## config.mk

```make
export PLATFORM = sky130hd
export DESIGN_NAME = xbar_router
export DESIGN_NICKNAME = d
export VERILOG_FILES = /design/src/xbar_flit_pkg.sv /design/src/xbar_ctrl_pkg.sv /design/src/xbar_input_fifo.sv /design/src/xbar_ctrl.sv /design/src/xbar_out_mux.sv /design/src/xbar_router.sv
export VERILOG_INCLUDE_DIRS = /design/src /design/src/src
export SDC_FILE = /design/constraint.sdc
export NUM_CORES = 1
export LEC_CHECK = 0
export BUFFER_PORTS_ARGS = -buffer_cell sky130_fd_sc_hd__buf_2
export CORE_ASPECT_RATIO = 1.25
export CORE_MARGIN = 10
export CORE_UTILIZATION = 50
export CTS_CLUSTER_SIZE = 8
export DETAILED_ROUTE_END_ITERATION = 6
export PLACE_DENSITY = 0.78
export SKIP_LAST_GASP = 1
export SLEW_MARGIN = 5
export SYNTH_ARGS = -nofsm -noshare
export SYNTH_HDL_FRONTEND = slang
export SYNTH_SLANG_ARGS = --single-unit
```

## constraint.sdc

```tcl
create_clock -name clk_i -period 4.41 [get_ports clk_i]
set_input_delay 0.6615 -clock clk_i [delete_from_list [all_inputs] [get_ports clk_i]]
set_output_delay 0.6615 -clock clk_i [all_outputs]
set_load 0.005 [all_outputs]
```

## src/xbar_settings.svh

```systemverilog
/*
 * crossbar router settings
 * port counts, flit and payload widths, queue depth and per-input flow-control mode
 */
`ifndef XBAR_SETTINGS_SVH
`define XBAR_SETTINGS_SVH

// port counts, outputs must be more than one
`define XBAR_N_IN 4
`define XBAR_N_OUT 4

// low bits of every flit select the output
`define XBAR_DEST_W 2
`define XBAR_FLIT_W 16

// flit width minus the destination bits
`define XBAR_PAYLOAD_W 14

`define XBAR_FIFO_DEPTH 2
`define XBAR_DROP_HEADER 1

// one bit per input, set means credit mode
`define XBAR_CREDIT_MASK 4'b0101

`endif

```

## src/xbar_flit_pkg.sv

```systemverilog
/*
 * flit format package
 * destination id in the low bits, payload above it
 */
`include "xbar_settings.svh"

package xbar_flit_pkg;

  // output selected by a flit
  typedef logic [`XBAR_DEST_W-1:0] dest_t;

  // what leaves the router once the header is dropped
  typedef logic [`XBAR_PAYLOAD_W-1:0] payload_t;

  // whole flit as it enters an input port
  typedef struct packed {
    payload_t payload;
    dest_t    dest;
  } flit_t;

endpackage

```

## src/xbar_ctrl_pkg.sv

```systemverilog
/*
 * arbitration package
 * request, grant and grant-matrix types of the crossbar control
 */
`include "xbar_settings.svh"

package xbar_ctrl_pkg;

  // one bit per input port
  typedef logic [`XBAR_N_IN-1:0] in_vec_t;

  // one bit per output port
  typedef logic [`XBAR_N_OUT-1:0] out_vec_t;

  // row per output, one-hot over the inputs
  typedef in_vec_t [`XBAR_N_OUT-1:0] grant_mat_t;

endpackage

```

## src/xbar_input_fifo.sv

```systemverilog
/*
 * input queue of the crossbar
 * small circular buffer with valid/ready on the write side and valid/yumi on the read side
 */
module xbar_input_fifo #(
  parameter type T_DATA = logic [7:0],
  parameter int  DEPTH  = 2
) (
  input  logic  clk_i,
  input  logic  i_rst,

  input  logic  i_valid,
  output logic  o_ready,
  input  T_DATA i_data,

  output logic  o_valid,
  output T_DATA o_data,
  input  logic  i_yumi
);

  localparam int PTR_W = (DEPTH > 1) ? $clog2(DEPTH) : 1;
  localparam int CNT_W = $clog2(DEPTH + 1);

  T_DATA            mem [DEPTH];
  logic [PTR_W-1:0] wr_ptr;
  logic [PTR_W-1:0] rd_ptr;
  logic [CNT_W-1:0] count;
  logic             do_write;
  logic             do_read;

  // ready only from occupancy, never from the read strobe
  assign o_ready  = (count != CNT_W'(DEPTH));
  assign o_valid  = (count != '0);
  assign do_write = i_valid & o_ready;
  assign do_read  = i_yumi;

  assign o_data = mem[rd_ptr];

  always_ff @(posedge clk_i) begin
    if (do_write) begin
      mem[wr_ptr] <= i_data;
    end
  end

  always_ff @(posedge clk_i) begin
    if (i_rst) begin
      wr_ptr <= '0;
      rd_ptr <= '0;
      count  <= '0;
    end else begin
      if (do_write) begin
        wr_ptr <= (wr_ptr == PTR_W'(DEPTH - 1)) ? '0 : wr_ptr + 1'b1;
      end
      if (do_read) begin
        rd_ptr <= (rd_ptr == PTR_W'(DEPTH - 1)) ? '0 : rd_ptr + 1'b1;
      end
      // occupancy holds when both happen together
      if (do_write && !do_read) begin
        count <= count + 1'b1;
      end else if (do_read && !do_write) begin
        count <= count - 1'b1;
      end
    end
  end

endmodule

```

## src/xbar_ctrl.sv

```systemverilog
/*
 * crossbar control
 * per-output round-robin arbitration over the queue heads, gives grants,
 * output valids and the dequeue strobes
 */
`include "xbar_settings.svh"

module xbar_ctrl (
  input  logic                                        clk_i,
  input  logic                                        i_rst,

  input  xbar_ctrl_pkg::in_vec_t                      i_valid,
  input  xbar_flit_pkg::dest_t [`XBAR_N_IN-1:0]       i_dest,
  output xbar_ctrl_pkg::in_vec_t                      o_yumi,

  input  xbar_ctrl_pkg::out_vec_t                     i_ready,
  output xbar_ctrl_pkg::out_vec_t                     o_valid,
  output xbar_ctrl_pkg::grant_mat_t                   o_grants
);

  localparam int N_IN  = `XBAR_N_IN;
  localparam int N_OUT = `XBAR_N_OUT;
  localparam int IN_W  = (N_IN > 1) ? $clog2(N_IN) : 1;

  xbar_ctrl_pkg::grant_mat_t req;
  xbar_ctrl_pkg::grant_mat_t grants;

  // head flits asking for each output
  always_comb begin
    for (int o = 0; o < N_OUT; o++) begin
      for (int i = 0; i < N_IN; i++) begin
        req[o][i] = i_valid[i] && (i_dest[i] == xbar_flit_pkg::dest_t'(o));
      end
    end
  end

  for (genvar o = 0; o < N_OUT; o++) begin : g_arb
    logic [IN_W-1:0]        last_q;
    logic [IN_W-1:0]        win_idx;
    logic                   hold_q;
    logic [IN_W-1:0]        hold_idx_q;
    xbar_ctrl_pkg::in_vec_t grant;

    // a stalled output keeps its winner, otherwise the search starts
    // one past the last winner and wraps
    always_comb begin
      logic [IN_W-1:0] idx;
      logic            found;
      grant   = '0;
      win_idx = last_q;
      found   = hold_q;
      if (hold_q) begin
        grant[hold_idx_q] = 1'b1;
        win_idx           = hold_idx_q;
      end
      for (int k = 1; k <= N_IN; k++) begin
        idx = IN_W'((int'(last_q) + k) % N_IN);
        if (!found && req[o][idx]) begin
          grant[idx] = 1'b1;
          win_idx    = idx;
          found      = 1'b1;
        end
      end
    end

    assign grants[o]  = grant;
    assign o_valid[o] = |req[o];

    // pointer moves only on a completed transfer
    always_ff @(posedge clk_i) begin
      if (i_rst) begin
        last_q     <= IN_W'(N_IN - 1);
        hold_q     <= 1'b0;
        hold_idx_q <= '0;
      end else begin
        // winner stays granted until its flit is taken
        hold_q     <= o_valid[o] && !i_ready[o];
        hold_idx_q <= win_idx;
        if (o_valid[o] && i_ready[o]) begin
          last_q <= win_idx;
        end
      end
    end
  end

  assign o_grants = grants;

  // an input leaves when its granted output takes the flit
  always_comb begin
    o_yumi = '0;
    for (int o = 0; o < N_OUT; o++) begin
      o_yumi = o_yumi | (grants[o] & {N_IN{i_ready[o]}});
    end
  end

endmodule

```

## src/xbar_out_mux.sv

```systemverilog
/*
 * crossbar output mux
 * drops the destination bits and steers each granted payload to its output
 */
`include "xbar_settings.svh"

module xbar_out_mux (
  input  xbar_flit_pkg::flit_t     [`XBAR_N_IN-1:0]  i_data,
  input  xbar_ctrl_pkg::grant_mat_t                  i_grants,
  output xbar_flit_pkg::payload_t  [`XBAR_N_OUT-1:0] o_data
);

  xbar_flit_pkg::payload_t [`XBAR_N_IN-1:0] head_payload;

  for (genvar i = 0; i < `XBAR_N_IN; i++) begin : g_strip
    if (`XBAR_DROP_HEADER) begin : g_drop
      assign head_payload[i] = i_data[i].payload;
    end else begin : g_keep
      // header stays in the low bits of the output word
      assign head_payload[i] = i_data[i][`XBAR_PAYLOAD_W-1:0];
    end
  end

  // and-or select, grants are one-hot per output
  always_comb begin
    for (int o = 0; o < `XBAR_N_OUT; o++) begin
      o_data[o] = '0;
      for (int i = 0; i < `XBAR_N_IN; i++) begin
        o_data[o] = o_data[o] | ({`XBAR_PAYLOAD_W{i_grants[o][i]}} & head_payload[i]);
      end
    end
  end

endmodule

```

## src/xbar_router.sv

```systemverilog
/*
 * crossbar router top
 * input queues with credit or ready flow control, round-robin control
 * and the output mux
 */
`include "xbar_settings.svh"

module xbar_router (
  input  logic                                         clk_i,
  input  logic                                         i_rst,

  input  xbar_ctrl_pkg::in_vec_t                       i_valid,
  input  xbar_flit_pkg::flit_t    [`XBAR_N_IN-1:0]     i_data,
  output xbar_ctrl_pkg::in_vec_t                       o_credit_ready,

  output xbar_ctrl_pkg::out_vec_t                      o_valid,
  output xbar_flit_pkg::payload_t [`XBAR_N_OUT-1:0]    o_data,
  input  xbar_ctrl_pkg::out_vec_t                      i_ready
);

  localparam logic [`XBAR_N_IN-1:0] CREDIT_MASK = `XBAR_CREDIT_MASK;

  if (`XBAR_N_OUT <= 1) begin : g_check
    $error("xbar_router needs more than one output");
  end

  xbar_ctrl_pkg::in_vec_t                      fifo_ready;
  xbar_ctrl_pkg::in_vec_t                      fifo_valid;
  xbar_flit_pkg::flit_t [`XBAR_N_IN-1:0]       fifo_data;
  xbar_ctrl_pkg::in_vec_t                      fifo_yumi;
  xbar_flit_pkg::dest_t [`XBAR_N_IN-1:0]       head_dest;
  xbar_ctrl_pkg::grant_mat_t                   grants;

  for (genvar i = 0; i < `XBAR_N_IN; i++) begin : g_in
    xbar_input_fifo #(
      .T_DATA (xbar_flit_pkg::flit_t),
      .DEPTH  (`XBAR_FIFO_DEPTH)
    ) u_fifo (
      .clk_i   (clk_i),
      .i_rst   (i_rst),
      .i_valid (i_valid[i]),
      .o_ready (fifo_ready[i]),
      .i_data  (i_data[i]),
      .o_valid (fifo_valid[i]),
      .o_data  (fifo_data[i]),
      .i_yumi  (fifo_yumi[i])
    );

    // low bits of the head pick the output
    assign head_dest[i] = fifo_data[i].dest;

    if (CREDIT_MASK[i]) begin : g_credit
      logic credit_q;

      // one pulse per dequeued flit, a cycle late
      always_ff @(posedge clk_i) begin
        if (i_rst) begin
          credit_q <= 1'b0;
        end else begin
          credit_q <= fifo_yumi[i];
        end
      end
      assign o_credit_ready[i] = credit_q;
    end else begin : g_ready
      assign o_credit_ready[i] = fifo_ready[i];
    end
  end

  xbar_ctrl u_ctrl (
    .clk_i    (clk_i),
    .i_rst    (i_rst),
    .i_valid  (fifo_valid),
    .i_dest   (head_dest),
    .o_yumi   (fifo_yumi),
    .i_ready  (i_ready),
    .o_valid  (o_valid),
    .o_grants (grants)
  );

  xbar_out_mux u_mux (
    .i_data   (fifo_data),
    .i_grants (grants),
    .o_data   (o_data)
  );

endmodule

```

==> flow_summary.json, run 1 <==
{
  "synth_edf_count": 128,
  "ir_drop_mv": 0.6052,
  "p_per_area_mw_per_mm2": 758.8,
  "violations": "DRC",
  "antenna_found_initial": 0,
  "rrSetupSlack_ps": 530,
  "syn-mean-instance-area_um2": 11.05,
  "numCtsBuffers": 17,
  "io_buffers": 137,
  "synth.area.top_cells": "edfxtp_1, dfxtp_1, mux2i_1, nor2_1, mux2_2",
  "yosysSeqAreaShare_pct": 49.35,
  "critPathRequiredTime_ps": 3750,
  "insertion_delay_ps": 430,
  "use_met3_pct": 5.127,
  "ant_nets": 0,
  "grt_pass1_vias": 8064,
  "postLayoutSetupSlackWorst_ps": 190.3,
  "syn-num-nets": 953,
  "skew_ps": 11.89,
  "finalNetCount": 1093,
  "wl_per_cell_um": 23.47,
  "vias_per_cell": 6.407,
  "rsz0062_at_grt": "no",
  "drtPass1Iterations": 7,
  "worst_pin_slew_ps": 836.8,
  "worstPathArrival_ps": 3560,
  "r2r_cells": 11,
  "worst_hold_path.num_cells": 1,
  "syn_inst": 859,
  "ys_types": 71,
  "vias": 7970,
  "fp.dieW_um": 143.2,
  "slew_viol_final": 0,
  "grt.overflow.total": 0,
  "period_minus_slack_ps": 4220,
  "synth.ff_latch_count": 170,
  "die_h_um": 174.1,
  "io_pins": 138,
  "area_growth_pct": 16.56,
  "status": "finished, violations left",
  "busiest_layer": "met2",
  "start_kind": "flop",
  "yosys.area.top_type_share_pct": 40.49,
  "cts_sinks": 170,
  "core_area_mm2": 0.01871,
  "hold_path_class": "input pin to flop",
  "min_to": "g_in[1].u_fifo.mem[1][2]",
  "max-slew-margin-rel_pct": 44.21,
  "max_cap_violations": 0,
  "groute.usage.overall_pct": 23.01,
  "dp_hpwl_um": 21690,
  "grt_pass1_wl_um": 44770,
  "rows": 56,
  "die-area_mm2": 0.02493,
  "start_util_pct": 50.74,
  "period_share_pct": 95.68,
  "final_util_pct": 59.14,
  "cts.htree.levels": 4,
  "critPathCaptureType": "output pin",
  "r2r-end": "g_in[3].u_fifo.count[1]",
  "seq_area_mm2": 0.004686,
  "syn_area_mm2": 0.009493,
  "multi_input_area_mm2": 0.004457,
  "grt_max_degree": 32,
  "hold_viol_final": 0,
  "min_from": "i_data[18]",
  "crit_path_max_fanout": 15,
  "fill_cells": 1457,
  "leakagePower_nw": 4.555,
  "routed_wl_um": 29200,
  "setup_viol": 0,
  "use_met2_pct": 37.96,
  "drc_errors": 1,
  "worst-setup-path-type": "flop to output pin",
  "place_ws_ps": 618.8,
  "synth_top_flop_cell": "edfxtp_1",
  "fmax_mhz": 237.0,
  "drt_iter0_drc": 915,
  "path_clk_slew_ps": 70,
  "synth_area_leader_cell": "edfxtp_1",
  "post_cts_buffers": 0,
  "clock_path_buffers": 2,
  "cts_root_buf": "clkbuf_16",
  "yosysWarnings": 0,
  "cts_tree": "yes",
  "fin_tns_setup_ps": 0,
  "drive_gt1_share_pct": 25.69,
  "gr-usage-met1_pct": 26.70,
  "n_antenna_cell": 0,
  "async_reset_ff_share_pct": 0,
  "gp_congestion": 0.9825
}
## critical path: stages, from the launching register on
cell      delay, ps
dfxtp_1         470
mux2_2          420
nor3_1          340
mux4_2          370
a211o_1         210
o21ai_1         120
a211oi_2        200
buf_4           300
nor2_1           80
a21oi_1         250
o221ai_1        200
buf_2           170
## metrics by stage
step	area (um2)	cells	total power [W]	hold WS, ps
6_report	11060	1244	0.008395	411.5
5_1_grt	11060	1244	0.008869	402.3
4_1_cts	11040	1244	0.008307	402.3
3_5_place_dp	10440	1212	0.006789	509.3
3_3_place_gp	10440	1212	0.006727	498.2
2_1_floorplan	9493	859	0.005113	479.1
## registers in the layout (all words and copies together) (netlist names), named ones only
register                 flops
g_in.g_credit.credit_q       2
g_in.u_fifo.wr_ptr           4
g_in.u_fifo.rd_ptr           4
u_ctrl.g_arb.last_q          8
u_ctrl.g_arb.hold_q          4
u_ctrl.g_arb.hold_idx_q      8
g_in.u_fifo.count            8
g_in.u_fifo.mem            128
## Yosys cell counts (17+ instances only)
cell,instances
a211o_1,24
clkbuf_1,21
nand2_1,41
nor2_1,90
o22ai_1,38
mux2_2,25
o221ai_1,28
ha_1,20
edfxtp_1,128
mux2i_1,56
a21oi_1,37
nand3_1,17
inv_1,42
dfxtp_1,42
## cells in the final DEF, fill, tap and decap left out, drive strengths merged, types with 10 or more instances in the layout
master and n:
nor3 16, ha 20, o221ai 30, and3 14, o21ai 22, xor2 10, nand2b 10, clkbuf 17
a21oi 38, dfxtp 42, nand3 17, mux2i 60, nor2b 14, buf 161, nand2 41, a221o 16
mux2 36, edfxtp 128, nand4 10, a221oi 10, a211o 24, o22ai 38, nor2 90, inv 50
## area by class of cell
class,count,area share (%)
sequential,170,42.35
clock inverter,15,1.549
inverter,45,1.527
clock buffer,17,3.845
tap,232,2.624
multi-input combinational,604,40.28
timing repair buffer,161,7.825
## worst max path at each step
stage,startpoint,to,depth (start not counted)
6_report,flop,o_data[9],11
5_1_grt,flop,o_data[25],11
3_3_place_gp,flop,g_in[3].u_fifo.count[1],11
3_5_place_dp,flop,g_in[1].u_fifo.count[1],10
2_1_floorplan,u_ctrl.g_arb[2].last_q[0],g_in[3].u_fifo.count[1],13
4_1_cts,flop,o_data[9],11
## repair_timing
| action | CTS | global route |
|---|---|---|
| endpoints found under the setup margin | 0 | 8 |
| resized for setup | 0 | 5 |
| hold buffers | 0 | 0 |
## per-layer routing
| metal | up-vias | part of all wire, % |
|---|---|---|
| li1 | 3609 | - |
| met1 | 3786 | 37 |
| met2 | 471 | 48 |
| met3 | 104 | 8.5 |
| met4 | 0 | 6.0 |
| met5 | - | 0 |
## cell families after synthesis
kind of cell | count (synthesis) | share of synthesized area (%)
adders and majority gates | 20 | 2.636
muxes | 98 | 11.35
and+or+nand+nor | 242 | 12.52
xor gates and xnor gates | 16 | 1.476
DFF | 170 | 49.35
buffers and inverters | 85 | 3.941
AOI/OAI and AO/OA | 228 | 18.73
## where the power goes
group	switching [W]	leakage, nW	total (W)	internal [W]
Sequential	0.000202	1.54	0.00224	0.00203
Combinational	0.00278	2.72	0.00468	0.00190
Clock	0.000717	0.290	0.00148	0.000764
(Power assumes the default switching activity.)
==> run 2: changes to the inputs <==
==> constraint.sdc (replaced) <==
create_clock -name clk_i -period 5.13 [get_ports clk_i]
set_input_delay 0.7695 -clock clk_i [delete_from_list [all_inputs] [get_ports clk_i]]
set_output_delay 0.7695 -clock clk_i [all_outputs]
set_load 0.005 [all_outputs]
==> flow_summary.json, run 2 (synthesis gave the netlist of run 1 again) <==
{
  "status": "finished clean",
  "clock_path_buffers": 2,
  "dp_hpwl_um": 21350,
  "r2r_cells": 12,
  "leakagePower_nw": 4.538,
  "cts_root_buf": "clkbuf_16",
  "skew_ps": 12.65,
  "critPathRequiredTime_ps": 4360,
  "r2r-start": "u_ctrl.g_arb[2].last_q[0]",
  "grt_pass1_wl_um": 44080,
  "critPathCapture": "o_data[55]",
  "layout_commonest_cell": "buf_2",
  "rsz0062_at_grt": "no",
  "grt.overflow.total": 0,
  "rrSetupSlack_ps": 960,
  "r2r-end": "g_in[1].u_fifo.count[1]",
  "layout_common_cells": "buf_2, edfxtp_1, nor2_1",
  "drc_errors": 0,
  "finalNetCount": 1089,
  "largest_register_ffs": 128,
  "cts.htree.levels": 4,
  "drt_iter0_drc": 823,
  "gp_congestion": 0.9790,
  "worstPathArrival_ps": 3790,
  "crit_path_max_fanout": 15,
  "stdcell_count": 1240,
  "fmax_mhz": 219.3,
  "max_cap_violations": 0,
  "fill_cells": 1511,
  "crit_slowest_cell": "a211o_1",
  "final_util_pct": 58.79,
  "cts_sinks": 170,
  "start_util_pct": 50.74,
  "ant_nets": 0,
  "slew_viol_final": 0,
  "setup_viol": 0,
  "regMostFlops": "g_in.u_fifo.mem",
  "worst-setup-path-type": "flop to output pin",
  "rows": 56,
  "routed_wl_um": 28740,
  "numCtsBuffers": 17,
  "area_growth_pct": 15.87,
  "path_clk_slew_ps": 70,
  "die_h_um": 174.1,
  "die-area_mm2": 0.02493,
  "core_area_mm2": 0.01871,
  "insertion_delay_ps": 430,
  "io_pins": 138,
  "critPathCaptureType": "output pin",
  "cp.depth": 8,
  "crit_chain": "mux2i_2 -> nor3_2 -> mux2i_1 -> a21bo_2 -> nor3b_1 -> a211o_1 -> a221o_1 -> buf_2",
  "wl_per_cell_um": 23.18,
  "fp.dieW_um": 143.2,
  "grt_max_degree": 32,
  "io_buffers": 137,
  "post_cts_buffers": 0,
  "crit_family": "compound AO/OA/AOI/OAI gates",
  "n_antenna_cell": 0,
  "cts_resized": 0,
  "ir_drop_mv": 0.4595,
  "hold_viol_final": 0,
  "p_per_area_mw_per_mm2": 651.4,
  "drtPass1Iterations": 6,
  "numPlacedInstances": 1208,
  "hold_path_class": "input pin to flop",
  "whs_ps": 519.8,
  "start_kind": "flop",
  "worst_pin_slew_ps": 908.4,
  "vias": 8017,
  "drive_gt1_share_pct": 25.10,
  "max-slew-margin-rel_pct": 39.44,
  "critPathBufInv": 1,
  "postCtsHoldBufs": 0,
  "fin_tns_setup_ps": 0,
  "crit_path_max_incr_delay_ps": 780,
  "groute.usage.overall_pct": 22.64,
  "antenna_found_initial": 0,
  "period_minus_slack_ps": 4560,
  "cts_tree": "yes",
  "period_share_pct": 88.89,
  "vias_per_cell": 6.465,
  "grt_pass1_vias": 7855
}
run 2: where the power goes:
group	leakage, nW	internal [W]	total, W	switching [W]
clock	0.291	0.000656	0.00126	0.000608
combinational	2.70	0.00161	0.00396	0.00235
sequential	1.54	0.00175	0.00194	0.000193
total	4.54	0.00402	0.00717	0.00315
run 2: metrics by stage:
| step | total power, W | cell area, um2 | worst slack (ps) |
|---|---|---|---|
| after floorplan | 0.004395 | 9493 | 1553 |
| after global placement | 0.005769 | 10410 | 1168 |
| after detailed placement | 0.005812 | 10410 | 1075 |
| after CTS | 0.007097 | 11000 | 633.7 |
| after global routing | 0.007566 | 11000 | 343.9 |
| final | 0.007165 | 11000 | 570.0 |
run 2: layer usage:
| layer | up-vias | part of all wire, % | GRT usage, % |
|---|---|---|---|
| met5 | - | 0 | 0 |
| met4 | 0 | 5.6 | 13.26 |
| met3 | 109 | 8.9 | 4.745 |
| met2 | 549 | 48 | 36.99 |
| met1 | 3758 | 37 | 26.84 |
| li1 | 3601 | - | - |
run 2: worst min-delay path by stage:
stage,from,end,slack [ps],cells past startpoint
after floorplan,g_in[0].u_fifo.count[1],g_in[0].u_fifo.count[1],480,2
after global placement,g_in[2].u_fifo.count[1],g_in[2].u_fifo.count[1],500,2
after detailed placement,g_in[0].u_fifo.count[1],g_in[0].u_fifo.count[1],510,2
after CTS,i_data[6],g_in[0].u_fifo.mem[1][6],520,1
after global routing,i_data[6],g_in[0].u_fifo.mem[1][6],510,1
final,i_data[6],g_in[0].u_fifo.mem[1][6],520,1
run 2: layout make-up:
cell class | instances | area [um2] | share of cell area [%]
clock buffers | 17 | 425.4 | 3.868
clock inverters | 15 | 160.2 | 1.456
inverters | 45 | 168.9 | 1.536
multi-input cells | 604 | 4434 | 40.31
flip-flops and latches | 170 | 4684 | 42.59
well taps | 232 | 290.3 | 2.639
repair buffers | 157 | 835.8 | 7.599
run 2: worst register-to-register path, cell delays in order (launching register included):
cell and delay, ps:
dfxtp_1 690, inv_1 140, ha_1 410, inv_1 90, a311o_1 300, and2_1 200, a221oi_1 390, o221a_2 510
o22ai_1 170, a211oi_2 300, ha_1 330, or3_1 400, a21oi_1 160
==> run 3: changes to the inputs <==
--- a/config.mk
+++ b/config.mk
@@ -12,6 +12,7 @@
 export CORE_UTILIZATION = 50
 export CTS_CLUSTER_SIZE = 8
 export DETAILED_ROUTE_END_ITERATION = 6
+export GPL_ROUTABILITY_DRIVEN = 0
 export PLACE_DENSITY = 0.78
 export SKIP_LAST_GASP = 1
 export SLEW_MARGIN = 5
==> constraint.sdc (replaced) <==
create_clock -name clk_i -period 5.13 [get_ports clk_i]
set_input_delay 0.513 -clock clk_i [delete_from_list [all_inputs] [get_ports clk_i]]
set_output_delay 0.513 -clock clk_i [all_outputs]
set_load 0.005 [all_outputs]
==> flow_summary.json, run 3 (synthesis gave the netlist of run 1 again) <==
{
  "worst_pin_slew_ps": 847.3,
  "regMostFlops": "g_in.u_fifo.mem",
  "ant_nets": 0,
  "critPathBufInv": 3,
  "min_from": "i_data[35]",
  "vias": 8028,
  "max-slew-margin-rel_pct": 43.51,
  "antenna_found_initial": 0,
  "area_growth_pct": 15.94,
  "die-area_mm2": 0.02493,
  "period_minus_slack_ps": 4437,
  "largest_register_ffs": 128,
  "vias_per_cell": 6.479,
  "n_antenna_cell": 0,
  "ir_drop_mv": 0.4974,
  "die_h_um": 174.1,
  "drive_gt1_share_pct": 24.93,
  "rsz0062_at_grt": "no",
  "seq_area_mm2": 0.004684,
  "numPlacedInstances": 1207,
  "setup_viol": 0,
  "drc_errors": 0,
  "routed_wl_um": 28920,
  "wl_per_cell_um": 23.34,
  "io_pins": 138,
  "crit_path_max_fanout": 17,
  "grt_max_degree": 32,
  "crit_slowest_cell": "a221oi_2",
  "path_clk_slew_ps": 70,
  "place_ws_ps": 1099,
  "cts_sinks": 170,
  "cts_root_buf": "clkbuf_16",
  "layout_commonest_cell": "buf_2",
  "hold_path_class": "input pin to flop",
  "groute.usage.overall_pct": 22.72,
  "insertion_delay_ps": 440,
  "crit_path_max_incr_delay_ps": 660,
  "grt_pass1_vias": 8086,
  "fin_tns_setup_ps": 0,
  "rows": 56,
  "fill_cells": 1499,
  "critPathCaptureType": "output pin",
  "postCtsHoldBufs": 0,
  "postLayoutSetupSlackWorst_ps": 692.5,
  "start_util_pct": 50.74,
  "multi_input_area_mm2": 0.004434,
  "max_cap_violations": 0,
  "finalNetCount": 1088,
  "post_cts_buffers": 0,
  "io_buffers": 137,
  "status": "finished clean",
  "numCtsBuffers": 17,
  "grt_pass1_wl_um": 44140,
  "period_share_pct": 86.50,
  "cts_tree": "yes",
  "p_per_area_mw_per_mm2": 654.4,
  "dp_hpwl_um": 21240,
  "layout_common_cells": "buf_2, edfxtp_1, nor2_1",
  "drtPass1Iterations": 6,
  "cts.htree.levels": 4,
  "fp.dieW_um": 143.2,
  "crit_chain": "buf_4 -> mux2i_2 -> nand3_1 -> mux2_2 -> mux2i_1 -> nor2_1 -> a221oi_2 -> buf_4 -> o22ai_1 -> a211o_1 -> buf_2",
  "clock_path_buffers": 2,
  "stdcell_count": 1239,
  "critPathRequiredTime_ps": 4620,
  "grt.overflow.total": 0,
  "slew_viol_final": 0,
  "worstPathArrival_ps": 3920,
  "core_area_mm2": 0.01871,
  "fmax_mhz": 225.4,
  "cp_common_cell": "buf_4",
  "drt_iter0_drc": 1071,
  "worst-setup-path-type": "flop to output pin",
  "start_kind": "flop",
  "cts_resized": 0,
  "crit_family": "compound AO/OA/AOI/OAI gates",
  "hold_viol_final": 0,
  "leakagePower_nw": 4.532,
  "skew_ps": 6.797
}
==> run 3: cell count changes in the layout (fill, tap and decap cells not counted), sizes merged <==
cell / change
buf: -1
clkinv: +4
inv: -4
==> run 3: layer usage <==
layer	vias to the layer above	GRT usage, %	wire [um]
li1	3606	-	-
met1	3753	25.59	10200
met2	547	36.82	13830
met3	122	5.972	3026
met4	0	15.43	1862
met5	-	0	0
==> run 3: report_power, final <==
group / internal [W] / switching [W]
sequential: 0.00175 / 0.000187
clock: 0.000656 / 0.000624
combinational: 0.00161 / 0.00238
==> run 3: path summary, 6_finish.rpt <==
kind,end,slack [ps],cells past startpoint
max,o_data[14],690,11
min,g_in[2].u_fifo.mem[0][3],260,1
max reg2reg,g_in[3].u_fifo.count[1],1010,12
min reg2reg,g_in[2].u_fifo.count[1],530,2
==> run 3: area by class of cell <==
| type | instances | area share [%] |
|---|---|---|
| flip-flops and latches | 170 | 42.56 |
| multi-input cells | 604 | 40.29 |
| repair buffers | 156 | 7.526 |
| clock buffers | 17 | 3.865 |
| well taps | 232 | 2.638 |
| clock inverters | 15 | 1.580 |
| inverters | 45 | 1.535 |
==> run 3: metrics by stage <==
| stage | total power (W) | hold slack [ps] | utilization (%) | instance area (um2) |
|---|---|---|---|---|
| after floorplan | 0.004395 | 479.1 | - | 9493 |
| after global placement | 0.005739 | 502.2 | 55.62 | 10410 |
| after detailed placement | 0.005801 | 513.0 | 55.62 | 10410 |
| after CTS | 0.007113 | 247.7 | 58.83 | 11010 |
| after global routing | 0.007562 | 247.8 | 58.83 | 11010 |
| final | 0.007202 | 256.2 | 58.83 | 11010 |
